$ cat src/common/sdram_defines.svh
`ifndef SDRAM_DEFINES_SVH
`define SDRAM_DEFINES_SVH

// Device geometry, reduced row count for simulation
`define SDRAM_BANKS       4
`define SDRAM_ROWS        64
`define SDRAM_COLS        256
`define SDRAM_BANK_W      $clog2(`SDRAM_BANKS)
`define SDRAM_ROW_W       $clog2(`SDRAM_ROWS)
`define SDRAM_COL_W       $clog2(`SDRAM_COLS)
// Address pins A11..A0
`define SDRAM_ADDR_W      12

// Request queue depth, also the client's starting credit count
`define REQ_DEPTH         4

// Read latency written into the mode register
`define CAS_LAT           2

// Timing in controller clock cycles
`define T_RCD             2
`define T_RC              6
`define T_RFC             6
`define REFRESH_INTERVAL  200
`define INIT_WAIT         20

// Command pins {cs_n, ras_n, cas_n, we_n}
// READA and WRITA also need A10 high
`define CMD_NOP           4'b0111
`define CMD_ACT           4'b0011
`define CMD_READA         4'b0101
`define CMD_WRITA         4'b0100
`define CMD_PRE           4'b0010
`define CMD_REF           4'b0001
`define CMD_MRS           4'b0000

`endif
$ cat src/sdram_ctrl/refresh_timer.sv
`timescale 1ns/1ps
`include "sdram_defines.svh"

module refresh_timer (
  input  logic DRAM_CLK,
  input  logic rst_n,
  input  logic init_done,
  input  logic ref_gnt,
  output logic ref_req
);

  logic [$clog2(`REFRESH_INTERVAL)-1:0] cnt;

  always_ff @(posedge DRAM_CLK)
  begin
    if (!rst_n)
    begin
      cnt     <= '0;
      ref_req <= 1'b0;
    end
    else if (!init_done || ref_gnt)
    begin
      // Interval restarts at the grant, so waiting for it never accumulates
      // Starting at one puts the rise exactly one interval after the grant
      cnt     <= 1'b1;
      ref_req <= 1'b0;
    end
    else if (!ref_req)
    begin
      if (int'(cnt) == `REFRESH_INTERVAL - 1)
        ref_req <= 1'b1;
      else
        cnt <= cnt + 1'b1;
    end
    // Pending request stays up until the arbiter takes it
  end

endmodule

$ cat config.mk
export PLATFORM = sky130hd
export DESIGN_NAME = refresh_timer
export DESIGN_NICKNAME = d
export VERILOG_FILES = /design/src/sdram_ctrl/refresh_timer.sv
export VERILOG_INCLUDE_DIRS = /design/src /design/src/common
export SDC_FILE = /design/constraint.sdc
export NUM_CORES = 1
export LEC_CHECK = 0
export BUFFER_PORTS_ARGS = -buffer_cell sky130_fd_sc_hd__buf_4
export CORE_ASPECT_RATIO = 0.7
export CORE_MARGIN = 2
export CORE_UTILIZATION = 23
export DETAILED_ROUTE_END_ITERATION = 6
export PLACE_DENSITY = 0.44
export REMOVE_ABC_BUFFERS = 1
export SLEW_MARGIN = 20
export SYNTH_ARGS = -nofsm -noshare
export SYNTH_HDL_FRONTEND = slang
export SYNTH_SLANG_ARGS = --single-unit
$ cat constraint.sdc
create_clock -name DRAM_CLK -period 2 [get_ports DRAM_CLK]
set_input_delay 0.1 -clock DRAM_CLK [delete_from_list [all_inputs] [get_ports DRAM_CLK]]
set_output_delay 0.1 -clock DRAM_CLK [all_outputs]
set_load 0.02 [all_outputs]
# Word level (Yosys, flattened, before mapping)

Cells that the tools add are included.
Widths: inputs -> output; s select.

$add $sub $neg: 1
$mul: 0
Divide/modulo/power cells: 0
Magnitude comparators: 0
Eq/ne operators: 3
Shift operators: 0
Mux-type cells: 5
Bitwise logic cells: 3
Reductions and logical operators: 5

Operators by type and width:

| kind                | number |
|---|---|
| $add 8x1->8 const B | 1 |
| $eq 8x7->1 const B  | 1 |
| $mux 1              | 5 |
| $reduce_and 2->1    | 2 |
| $not 1->1           | 3 |
| $ne 2x1->1 const B  | 1 |
| $ne 2x2->1 const B  | 1 |
| $reduce_or 2->1     | 1 |
| $logic_not 1->1     | 1 |
| $logic_or 1x1->1    | 1 |

Register bits after elaboration: 9
Latch bits: 0
Bits in writable memories: 0
Memory bits (read-only): 0
Bits of input ports: 4
Output and inout bits: 1
Word-level logic and storage cells: 20
Memories kept: 0

# Depth between registers and ports, before layout

Depth in word-level cells: 4
Depth in mapped cells: 4
Gate-level depth less buffers: 4

# Worst setup path after synthesis

OpenSTA, ideal clock, no wires.

Path kind: register to register
Start: reg cnt[0]
End: reg cnt[3]
Library setup time: 0.074 ns
Data arrival time: 1.239 ns
Slack: 0.687 ns
Cell stages (with the launch flop): 5
Buffers on the path: 0
Period minus slack after synthesis: 1.313 ns
Cells stage by stage: dfxtp_1 > ha_1 > and2_2 > a311o_2 > a21oi_1

Longest elaborated chain between the ends: 3
Elaborated cells on any way between the ends: 4

RTL lines:

| element                                             | line                | source |
|---|---|---|
| start: declaration                                  | refresh_timer.sv:12 | `` logic [$clog2(`REFRESH_INTERVAL)-1:0] cnt; `` |
| start signal: assignment                            | refresh_timer.sv:33 | `cnt <= cnt + 1'b1;` |
| branches (longest 3 deep; another with $add 8x1->8) | -                   |  |

Parallel ways; which one is timed is not known.
A chain may end at the register's enable or synchronous reset.

# Worst setup path in the final report

Start: reg cnt[0]
End: reg cnt[1]

The elaborated chain is that of the path after synthesis.

==> impl_metrics.yaml <==
setup_path:
  r2r.worst_path.cells: 4
  max_stage_delay_ps: 440
  crit_type: "flip-flop to flip-flop"
  r2r-end: "cnt[1]"
  slowest_stage: "dfxtp_1"
  path_max_fanout: 5
  arrival_ps: 1560
  r2r_start: "cnt[0]"
  end_kind: "flip-flop"
  required_ps: 2150
  cp_num_cells: 4
  crit_end: "cnt[1]"
  path_cells: "ha_1 > nand3b_1 > o21a_1 > mux2_2"
  crit_start: "cnt[0]"
  worst-path-buf-inv: 0
  path_delay_family: "flip-flops"
  worstSetupStartpointType: "flip-flop"
  r2r_slack_ps: 580
detailed_routing:
  vias: 408
  avgRoutedWirePerCell_um: 11.3
  via_per_inst: 4.98
  drtPass1Iterations: 4
  finalWirelength_um: 923
  route.antenna.remaining_nets: 0
  drt_drc_violations_left: 0
  drtIter0Drc: 16
clocking:
  cts_tree: "built"
  path_clk_slew_ps: 60
  clockBufferDepth: 2
  cts-root-buf: "clkbuf_4"
  cts.htree.levels: 1
  worstSkewPairLatency_ps: 260
  post_cts_buffers: 0
  cts_resized: 0
  clock_sinks: 9
  numCtsBuffers: 3
  ctsHoldBuffers: 0
cells_and_area:
  post-route-cell-area_um2: 563
  diodes: 0
  area_delta_synth_final_pct: 16.3
  stdcell_count: 82
  drive_gt1_share_pct: 21.7
  utilization_pct: 29.3
  final_nets: 66
synthesis:
  ys_ff_latch: 9
  synth_fa_ha_area_share_pct: 2.58
  synth_xor_area_share_pct: 1.81
  synth_top_cell_area_share_pct: 37.2
  syn-cell-area_um2: 484
  yosys.area_share.simple_pct: 35.9
  synth_top_family_by_area: "simple AND/OR/NAND/NOR gates"
  yosysSeqAreaShare_pct: 37.2
  synth_mux_area_share_pct: 2.33
  yosys-top-cells-area: "dfxtp_1 37%, a21oi_1 5.2%, nand4b_4 4.9%, nand3b_1 4.7%, o21ai_0 4.1%"
  avgSynthCellArea_um2: 9.14
  netlist-cell-type-count: 29
  synth_compound_gate_area_share_pct: 16.8
  ys.warnings.count: 0
  yosysTopAreaCell: "dfxtp_1"
  syn_inst: 53
sta:
  setup_tns_ps: 0
  hold_ws_ps: 109
  hold_viol_final: 0
  fin_crit_sh_pct: 70.8
  fin_crit_ps: 1420
  final-setup-viol-count: 0
  tightest_slew_ps: 395
  layout_setup_ws_ps: 584
  max_slew_margin_pct: 73.6
  rsz0062_at_grt: "no"
  slew_violations: 0
  max_freq_ghz: 0.706
  finalClockSkew_ps: 0.897
placed_design:
  dp_cells: 78
  placed_cell_area_um2: 537
  place_congestion: 0.658
  pre_cts_slack_ps: 589
  dp_hpwl_um: 660
  port_buffers: 4
global_route:
  grt_pass1_vias: 370
  grt_usage_pct: 9.25
  grt_start_max_net_pins: 10
  antenna_found_initial: 0
  grt_pass1_wl_um: 1700
  grt_overflow_total: 0
power:
  ir_worst_vdd_v: 0.000295
  fin_total_pwr_uw: 338
  power.static_leakage_nw: 0.191
  power.density_nw_per_um2: 600
flow_run:
  maxCapViolCount: 0
floorplan:
  start_util_pct: 25.2
  fp.dieH_um: 42.4
  die_x_um: 58.8
  coreArea_um2: 1920
  rows: 13
  ioPinCount: 5
  dieArea_um2: 2490
status:
  status: "finished clean"
hold_path:
  min_path_type: "primary input to flip-flop"
==> sequential cells by signal, indices dropped and copies added (netlist names) <==
register	cells
ref_req	1
cnt	8
==> worst register-to-register path: cells and delay by family (launching register included) <==
kind                       cells  cell delay (ps)
DFF                            1              440
adders and majority gates      1              270
muxes                          1              260
AOI/OAI and AO/OA              1              210
and+or+nand+nor                1              130
==> cells in the mapped netlist, drive strengths merged <==
cell type and number:
nand2 2, nand2b 1, nand3 1, o21ba 1, a311o 1, nand3b 3, and2 1, or4b 1
clkbuf 1, o21a 1, nor4bb 1, nor2 4, nand4bb 1, a21oi 5, o21ai 4, nor3b 2
ha 1, nor4 1, nand4b 2, nor3 1, nand4 1, inv 3, mux2 1, xor2 1
or3 2, dfxtp 9, o31ai 1
==> metal layers <==
metal / vias to the layer above / track usage (%) / part of all wire [%]
met1: 181 / 12.0 / 55
met5: - / 0 / 0
li1: 217 / - / -
met2: 10 / 12.0 / 40
met4: 0 / 4.09 / 0
met3: 0 / 5.56 / 5.1
==> cells by family (layout without fill, tap and decap cells) <==
family | count (synthesis) | count (layout)
and+or+nand+nor | 24 | 24
AOI/OAI and AO/OA | 13 | 13
DFF | 9 | 9
buffers and inverters | 4 | 11
adders and majority gates | 1 | 1
xor gates and xnor gates | 1 | 1
muxes | 1 | 1
==> cell type report <==
class | count | area [µm²]
multi-input cells | 40 | 288
repair buffers | 4 | 30.0
flip-flops and latches | 9 | 180
clock buffers | 4 | 26.3
fillers | 204 | 1360
inverters | 3 | 11.3
well taps | 22 | 27.5
==> layout by cell type (no fill, tap or decap), drive strengths merged, types with 2 or more instances in the layout <==
master,instances
or3,2
buf,4
nor3b,2
o21ai,4
nand3b,3
inv,3
clkbuf,4
nand2,2
nand4b,2
a21oi,5
nor2,4
dfxtp,9
==> where the power goes <==
part / total (mW) / internal [mW] / switching (mW)
Clock: 0.137 / 0.0767 / 0.0606
Combinational: 0.0161 / 0.00860 / 0.00748
Sequential: 0.185 / 0.181 / 0.00336
Total: 0.338 / 0.267 / 0.0714
==> worst min-delay path by stage <==
stage | start | to | slack (ps) | depth (start not counted)
after CTS | rst_n | cnt[0] | 110 | 3
after floorplan | rst_n | cnt[0] | 240 | 2
after global placement | rst_n | cnt[0] | 380 | 3
after detailed placement | rst_n | cnt[0] | 380 | 3
final | rst_n | cnt[0] | 110 | 3
after global routing | rst_n | cnt[0] | 110 | 3
No activity file was read; power rests on OpenSTA's default activity.
