$ cat config.mk
export PLATFORM = sky130hd
export DESIGN_NAME = access_sequencer
export DESIGN_NICKNAME = d
export VERILOG_FILES = /design/src/common/sdram_pkg.sv /design/src/sdram_ctrl/access_sequencer.sv
export VERILOG_INCLUDE_DIRS = /design/src /design/src/common
export SDC_FILE = /design/constraint.sdc
export NUM_CORES = 1
export LEC_CHECK = 0
export ABC_AREA = 1
export BUFFER_PORTS_ARGS = -buffer_cell sky130_fd_sc_hd__buf_4
export CORE_AREA = 2 2 158 83
export DETAILED_ROUTE_END_ITERATION = 8
export DIE_AREA = 0 0 160 85
export PLACE_DENSITY_LB_ADDON = 0.15
export SLEW_MARGIN = 0
export SYNTH_ARGS = -nofsm -noshare
export SYNTH_HDL_FRONTEND = slang
export SYNTH_SLANG_ARGS = --single-unit
$ cat constraint.sdc
create_clock -name DRAM_CLK -period 2.02 [get_ports DRAM_CLK]
set_input_delay 0.101 -clock DRAM_CLK [delete_from_list [all_inputs] [get_ports DRAM_CLK]]
set_output_delay 0.101 -clock DRAM_CLK [all_outputs]
set_load 0.005 [all_outputs]
$ cat src/common/sdram_defines.svh
`ifndef SDRAM_DEFINES_SVH
`define SDRAM_DEFINES_SVH

// Device geometry, reduced row count for simulation
`define SDRAM_BANKS       4
`define SDRAM_ROWS        64
`define SDRAM_COLS        256
`define SDRAM_BANK_W      $clog2(`SDRAM_BANKS)
`define SDRAM_ROW_W       $clog2(`SDRAM_ROWS)
`define SDRAM_COL_W       $clog2(`SDRAM_COLS)
// Address pins A11..A0
`define SDRAM_ADDR_W      12

// Request queue depth, also the client's starting credit count
`define REQ_DEPTH         4

// Read latency written into the mode register
`define CAS_LAT           2

// Timing in controller clock cycles
`define T_RCD             2
`define T_RC              6
`define T_RFC             6
`define REFRESH_INTERVAL  200
`define INIT_WAIT         20

// Command pins {cs_n, ras_n, cas_n, we_n}
// READA and WRITA also need A10 high
`define CMD_NOP           4'b0111
`define CMD_ACT           4'b0011
`define CMD_READA         4'b0101
`define CMD_WRITA         4'b0100
`define CMD_PRE           4'b0010
`define CMD_REF           4'b0001
`define CMD_MRS           4'b0000

`endif
$ cat src/common/sdram_pkg.sv
`include "sdram_defines.svh"

package sdram_pkg;

  // Single-word client request
  typedef struct packed {
    logic                      write;
    logic [1:0]                tag;
    logic [`SDRAM_BANK_W-1:0]  bank;
    logic [`SDRAM_ROW_W-1:0]   row;
    logic [`SDRAM_COL_W-1:0]   col;
    logic [15:0]               wdata;
    // High bit masks the upper byte
    logic [1:0]                mask;
  } sdram_req_t;

  // Read response, returned in request order
  typedef struct packed {
    logic [1:0]                tag;
    logic [15:0]               rdata;
  } sdram_rsp_t;

  // Bank and address pins seen as a row word
  // Column commands reuse it with the column in the low bits and A10 set
  typedef struct packed {
    logic [`SDRAM_BANK_W-1:0]  bank;
    logic [`SDRAM_ADDR_W-1:0]  a;
  } sdram_row_word_t;

  // Same pins seen as mode register fields during MRS
  typedef struct packed {
    logic [`SDRAM_BANK_W+1:0]  rsvd;
    logic                      wb_single;
    logic [1:0]                op_mode;
    logic [2:0]                cas_lat;
    logic                      wrap;
    logic [2:0]                burst_len;
  } sdram_mode_t;

  typedef union packed {
    sdram_row_word_t           rw;
    sdram_mode_t               mode;
  } sdram_addr_u;

  // Pin bundle from controller to device
  typedef struct packed {
    logic                      cs_n;
    logic                      ras_n;
    logic                      cas_n;
    logic                      we_n;
    sdram_addr_u               addr;
    logic [1:0]                dqm;
    logic                      cke;
  } sdram_pins_t;

  typedef enum logic [1:0] {
    ACC_ACT,
    ACC_READ,
    ACC_WRITE
  } acc_kind_t;

  // One step of a request, sequencer to arbiter
  typedef struct packed {
    acc_kind_t                 kind;
    logic [`SDRAM_BANK_W-1:0]  bank;
    logic [`SDRAM_ROW_W-1:0]   row;
    logic [`SDRAM_COL_W-1:0]   col;
    logic [15:0]               wdata;
    logic [1:0]                mask;
    logic [1:0]                tag;
  } access_cmd_t;

endpackage

$ cat src/sdram_ctrl/access_sequencer.sv
`timescale 1ns/1ps
`include "sdram_defines.svh"

module access_sequencer (
  input  logic                    DRAM_CLK,
  input  logic                    rst_n,
  input  logic                    req_valid,
  input  sdram_pkg::sdram_req_t   req,
  output logic                    credit_return,
  output logic                    acc_req,
  output sdram_pkg::access_cmd_t  acc_cmd,
  input  logic                    acc_gnt,
  input  logic [15:0]             dq_in,
  output logic                    rsp_valid,
  output sdram_pkg::sdram_rsp_t   rsp
);
  import sdram_pkg::*;

  // Request queue, depth is a power of two so pointers wrap on their own
  sdram_req_t                     fifo [`REQ_DEPTH];
  logic [$clog2(`REQ_DEPTH)-1:0]  wr_ptr;
  logic [$clog2(`REQ_DEPTH)-1:0]  rd_ptr;
  logic [$clog2(`REQ_DEPTH):0]    count;
  sdram_req_t                     head;
  // Row of the head request is open
  logic                           act_done;
  logic                           pop;
  // Read tags in flight, one stage per cycle after the grant
  logic [`CAS_LAT:0]              rd_vld;
  logic [1:0]                     rd_tag [`CAS_LAT+1];

  assign head    = fifo[rd_ptr];
  assign acc_req = (count != 0);
  // Head leaves on its read or write grant, not on the ACT
  assign pop           = acc_gnt && act_done;
  assign credit_return = pop;

  always_comb
  begin
    if (!act_done)
      acc_cmd.kind = ACC_ACT;
    else if (head.write)
      acc_cmd.kind = ACC_WRITE;
    else
      acc_cmd.kind = ACC_READ;
    acc_cmd.bank  = head.bank;
    acc_cmd.row   = head.row;
    acc_cmd.col   = head.col;
    acc_cmd.wdata = head.wdata;
    acc_cmd.mask  = head.mask;
    acc_cmd.tag   = head.tag;
  end

  always_ff @(posedge DRAM_CLK)
  begin
    if (!rst_n)
    begin
      wr_ptr    <= '0;
      rd_ptr    <= '0;
      count     <= '0;
      act_done  <= 1'b0;
      rd_vld    <= '0;
      rsp_valid <= 1'b0;
    end
    else
    begin
      // Credits guarantee a free slot for every push
      if (req_valid)
        wr_ptr <= wr_ptr + 1'b1;
      if (pop)
        rd_ptr <= rd_ptr + 1'b1;
      case ({req_valid, pop})
        2'b10:   count <= count + 1'b1;
        2'b01:   count <= count - 1'b1;
        default: ;
      endcase
      // ACT grant opens the row, access grant closes it again
      if (acc_gnt)
        act_done <= !act_done;
      rd_vld    <= {rd_vld[`CAS_LAT-1:0], pop && !head.write};
      // Last stage lines up with device data on DQ
      rsp_valid <= rd_vld[`CAS_LAT];
    end
  end

  // Queue storage and the read data path
  always_ff @(posedge DRAM_CLK)
  begin
    if (req_valid)
      fifo[wr_ptr] <= req;
    rd_tag[0] <= head.tag;
    for (int i = 1; i <= `CAS_LAT; i++)
      rd_tag[i] <= rd_tag[i-1];
    rsp.tag   <= rd_tag[`CAS_LAT];
    rsp.rdata <= dq_in;
  end

endmodule

Word-level counts from Yosys, hierarchy flattened --
Memories as Yosys holds them, arrays and structs flattened. A register that Yosys moved wholly into a read port is not among the register bits. Cells that the tools add are included.
Storage, ports and cells: bits in latches 0, memory bits (read-only) 0, memories kept 2, RAM bits 154, input port bits 57, logic and storage cells 28, bits in registers 28
Cells by class: divide/modulo/power cells 0, bitwise operators 0, multiply operators 0, equality and inequality tests 2, $lt $le $gt $ge 0, mux-type cells 7, add/subtract/negate cells 4, shifts and indexed selects 0, reductions and logical operators 6
Memories:
- fifo | depth 4, bits a word 37, rd ports 1, clocked after memory_dff 1, wr ports 1, RTL line access_sequencer.sv:20 | sdram_req_t fifo [`REQ_DEPTH];
- rd_tag | depth 3, bits a word 2, rd ports 3, clocked after memory_dff 1, wr ports 3, RTL line access_sequencer.sv:30 | logic [1:0] rd_tag [`CAS_LAT+1];
Operators with widths (count):
- $mux W2 | 4
- $pmux W3 S2 | 1
- $add A2 B1 Y2 const B | 2
- $add A3 B1 Y3 const B | 1
- $reduce_bool A3 Y1 | 1
- $sub A3 B1 Y3 const B | 1
- $eq A2 B1 Y1 const B | 1
- $eq A2 B2 Y1 const B | 1
- $logic_and A1 B1 Y1 | 2
- $logic_not A1 Y1 | 2
- $mux W1 | 2
- $reduce_bool A2 Y1 | 1

Longest topological paths before layout --
word-level depth 3, depth in mapped cells 9, gate-level depth less buffers 9

Worst setup path after synthesis --
Ideal clock, no wire load.
kind register to register, start point reg wr_ptr[0], end point mem fifo[2][0] (netlist bit) (enable), path buffers 0, clock period less this slack 1.709 ns, slack 0.311 ns, data required time 1.628 ns, arrival 1.318 ns, stages on the path, launching flop included 5, path through dfxtp_1 inv_1 ha_1 nand2_1 inv_1
RTL lines:
- from (decl) | RTL line access_sequencer.sv:21 | logic [$clog2(`REQ_DEPTH)-1:0] wr_ptr;
- from (signal assigned) | RTL line access_sequencer.sv:69 | wr_ptr <= wr_ptr + 1'b1;
- to (decl) | RTL line access_sequencer.sv:20
No word-level cell before the write port.

==> summary.txt <==
Outcome
  – Status: completed

Critical path
  – Most used cell, CP: buf_4
  – Critical-path cell list: inv_1, buf_4, o21ai_0, o22ai_1, buf_4
  – Arrival @ worst endpoint: about 1.8 ns
  – Worst Path Required: 1.92 ns
  – Critical path endpoint category: output pin
  – CP max FO: 21
  – Worst R2R Start: act_done
  – Crit path largest cell delay: ~0.38 ns
  – Crit path max-delay family: buffers and inverters
  – Type of origin of the critical path: register
  – Crit path max-delay cell type: dfxtp_2
  – Kind of critical path: register to output pin
  – FF-to-FF setup slack: ~0.5 ns
  – CP bufs+invs: 3

Layout
  – Proportion of layout cells with a drive suffix above 1: 25.2%
  – Post-route non-filler standard cell count: between 800 and 900
  – Most common cell after layout, fill and taps aside: edfxtp_1
  – Area grow syn2layout: 33.2%
  – Final #Nets: between 700 and 800
  – Most frequent cells in the layout: 148 x edfxtp_1, 123 x buf_4, 84 x nor2_1
  – # diodes: 0

Route
  – Drt via density: 5.12
  – Drt drc: 0
  – Drt wl/cell: approximately 17 microns
  – DRT iter0 DRCs: 357
  – Vias: 4,237
  – Post-Route WL: about 14,000 microns
  – Antenna Nets Post-Route: 0
  – 1st-pass router iterations: 5

STA
  – Final min period: roughly 1.9 ns
  – RSZ-0062 raised after global routing: false
  – Final worst path period share: a little over nine tenths
  – Max Slew Vio Count: 0
  – Clock skew: ~0.0087 ns
  – Slew HR: between 70% and 80%
  – Maximum clock frequency: between 0.5 and 0.6 GHz
  – Hold violation total from the final report: 0
  – Post-route setup slack: approximately 0.11 ns
  – Setup_tns: 0 ns
  – Slew @ Worst Pin: between 0.3 and 0.4 ns
  – Endpoints failing setup: 0

Logic synthesis
  – Mapped Cells: ~470
  – Distinct cells, synth: 17
  – Synthesized cell area: around 0.0066 sq mm
  – Synthesis-stage register bit count: between 150 and 200
  – Mapped Nets: between 500 and 600
  – Warnings from Yosys: 0
  – Avg Cell Area, Syn: between 10 and 15 sq um
  – Sequential area share after synthesis: roughly four fifths

Clock tree
  – H-tree depth: 4
  – Clock root buffer: clkbuf_16
  – Clock Path Buffers: 2
  – Clk_lat worst skew: between 0.4 and 0.5 ns
  – CTS tree: yes
  – Sinks on Clock Net: 186
  – Post-CTS Setup Bufs: 0
  – CTS clk-pin slew, worst paths: roughly 0.07 ns
  – CTS Buf Count: 17

Die
  – Die footprint: between 0.01 and 0.015 sq mm
  – Core area: 0.0123 sq mm
  – Die Span Y: 85 microns
  – Initial core utilization: approximately 54%
  – Std cell rows: 29
  – Die width: 160 microns
  – IO Pins: 116

Placement
  – PortBufs: between 100 and 150
  – DP HPWL: 7820 microns
  – Final GP Congestion: roughly 0.75
  – Cells after DPL: 740
  – Post-Place Setup Slack: between 0.5 and 0.6 ns

Global route
  – Tot GR Track Use: about a fifth
  – GRT overflow: 0
  – Antenna violations before repair: 0
  – First-pass GRT wire length: 21,800 microns
  – Vias in the first global route: 4,173
  – Largest net degree at the start of global routing: 75

Pwr
  – Sw Pwr: between 1.5 and 2 mW
  – Clock share of power: 37.9%
  – Switching share of power: between 20% and 30%
  – Int Pwr: between 6 and 7 mW
  – Comb pwr share: 9.1%
  – Flop pwr share: about 53%
  – Leak: 3.35 nW
  – Power per cell area: 938 mW/mm^2
  – Max VDD drop: 0.000568 V

Job
  – Maxcap violations: 0

Worst hold path
  – Worst hold path class: input pin to register
  – Min-delay src: req_valid
## cell type report
type | instances | area (sq um)
clock buffer | 19 | 433
clock inverter | 13 | 118
fill | 830 | 3500
inverter | 19 | 73.8
multi-input combinational | 237 | 1150
sequential | 186 | 5210
tap | 170 | 213
timing repair buffer | 184 | 1580
## cells in the mapped netlist
library cell	count	area (sq um)
buf_6	8	90.1
o21ai_1	24	120
edfxtp_1	148	4440
nand4_1	1	6.26
ha_1	5	62.6
fa_1	1	20.0
buf_2	5	25.0
o21ai_0	54	270
clkbuf_1	10	37.5
dfxtp_1	38	761
inv_1	17	63.8
inv_2	2	7.51
nand2_1	26	97.6
o22ai_1	36	225
nor2_1	84	315
a21oi_1	6	30.0
buf_4	1	7.51
## metal layers
| layer | track usage (%) | wire length [microns] | vias up |
|---|---|---|---|
| met3 | 5.67 | 966 | 13 |
| li1 | - | - | 2050 |
| met4 | 7.21 | 142 | 0 |
| met5 | 0 | 0 | - |
| met1 | 30.2 | 6390 | 2016 |
| met2 | 32.6 | 6210 | 158 |
## power groups by stage
| stage | clock [mW] | sequential (mW) | combinational, mW |
|---|---|---|---|
| after floorplan | 0 | 4.44 | 0.277 |
| after detailed placement | 0 | 4.44 | 0.663 |
| after CTS | 3.16 | 4.36 | 0.755 |
| after global routing | 3.33 | 4.37 | 0.820 |
| after global placement | 0 | 4.44 | 0.650 |
| final | 3.12 | 4.36 | 0.748 |
## tightest hold or removal path: cells and delay by family
kind	cells	cell delay, ns
AO/OA/AOI/OAI	1	0.13
buffers and inverters	2	0.20
## what timing repair did
item                                   4_1_cts  5_1_grt
gates resized for setup                      1        3
setup endpoints to repair                    1        5
hold buffers                                56        0
endpoints found under the hold margin      176        0
## final timing paths
| kind | depth (start not counted) | endpoint |
|---|---|---|
| min reg2reg | 0 | rsp[16] |
| min | 3 | wr_ptr[1] |
| max reg2reg | 9 | count[2] |
| max | 5 | acc_cmd[2] |
## sequential cells by signal, summed over array words and instances (netlist names), named ones only
signal     count
rsp           18
wr_ptr         2
rsp_valid      1
rd_vld         3
act_done       1
rd_tag         6
count          3
rd_ptr         2
fifo         148
## metrics by stage
| step | total power [mW] | area, sq um | hold WS [ns] | util (%) |
|---|---|---|---|---|
| floorplan | 4.72 | 6580 | 0.129 | - |
| global placement | 5.09 | 7650 | 0.205 | 62.4 |
| detailed placement | 5.11 | 7650 | 0.206 | 62.4 |
| CTS | 8.28 | 8760 | 0.0300 | 71.5 |
| global route | 8.53 | 8770 | 0.0775 | 71.5 |
| finish | 8.23 | 8770 | 0.0496 | 71.5 |
## logic make-up (layout without fill, tap and decap cells)
family	count (synthesis)	in the layout	share of synthesized area (%)
flip-flops	186	186	79.1
AO/OA/AOI/OAI	120	120	9.81
AND/OR/NAND/NOR	111	111	6.37
buffers and inverters	43	235	3.52
adder cells (fa/ha/maj)	6	6	1.25
No activity file was read; power rests on OpenSTA's default activity.
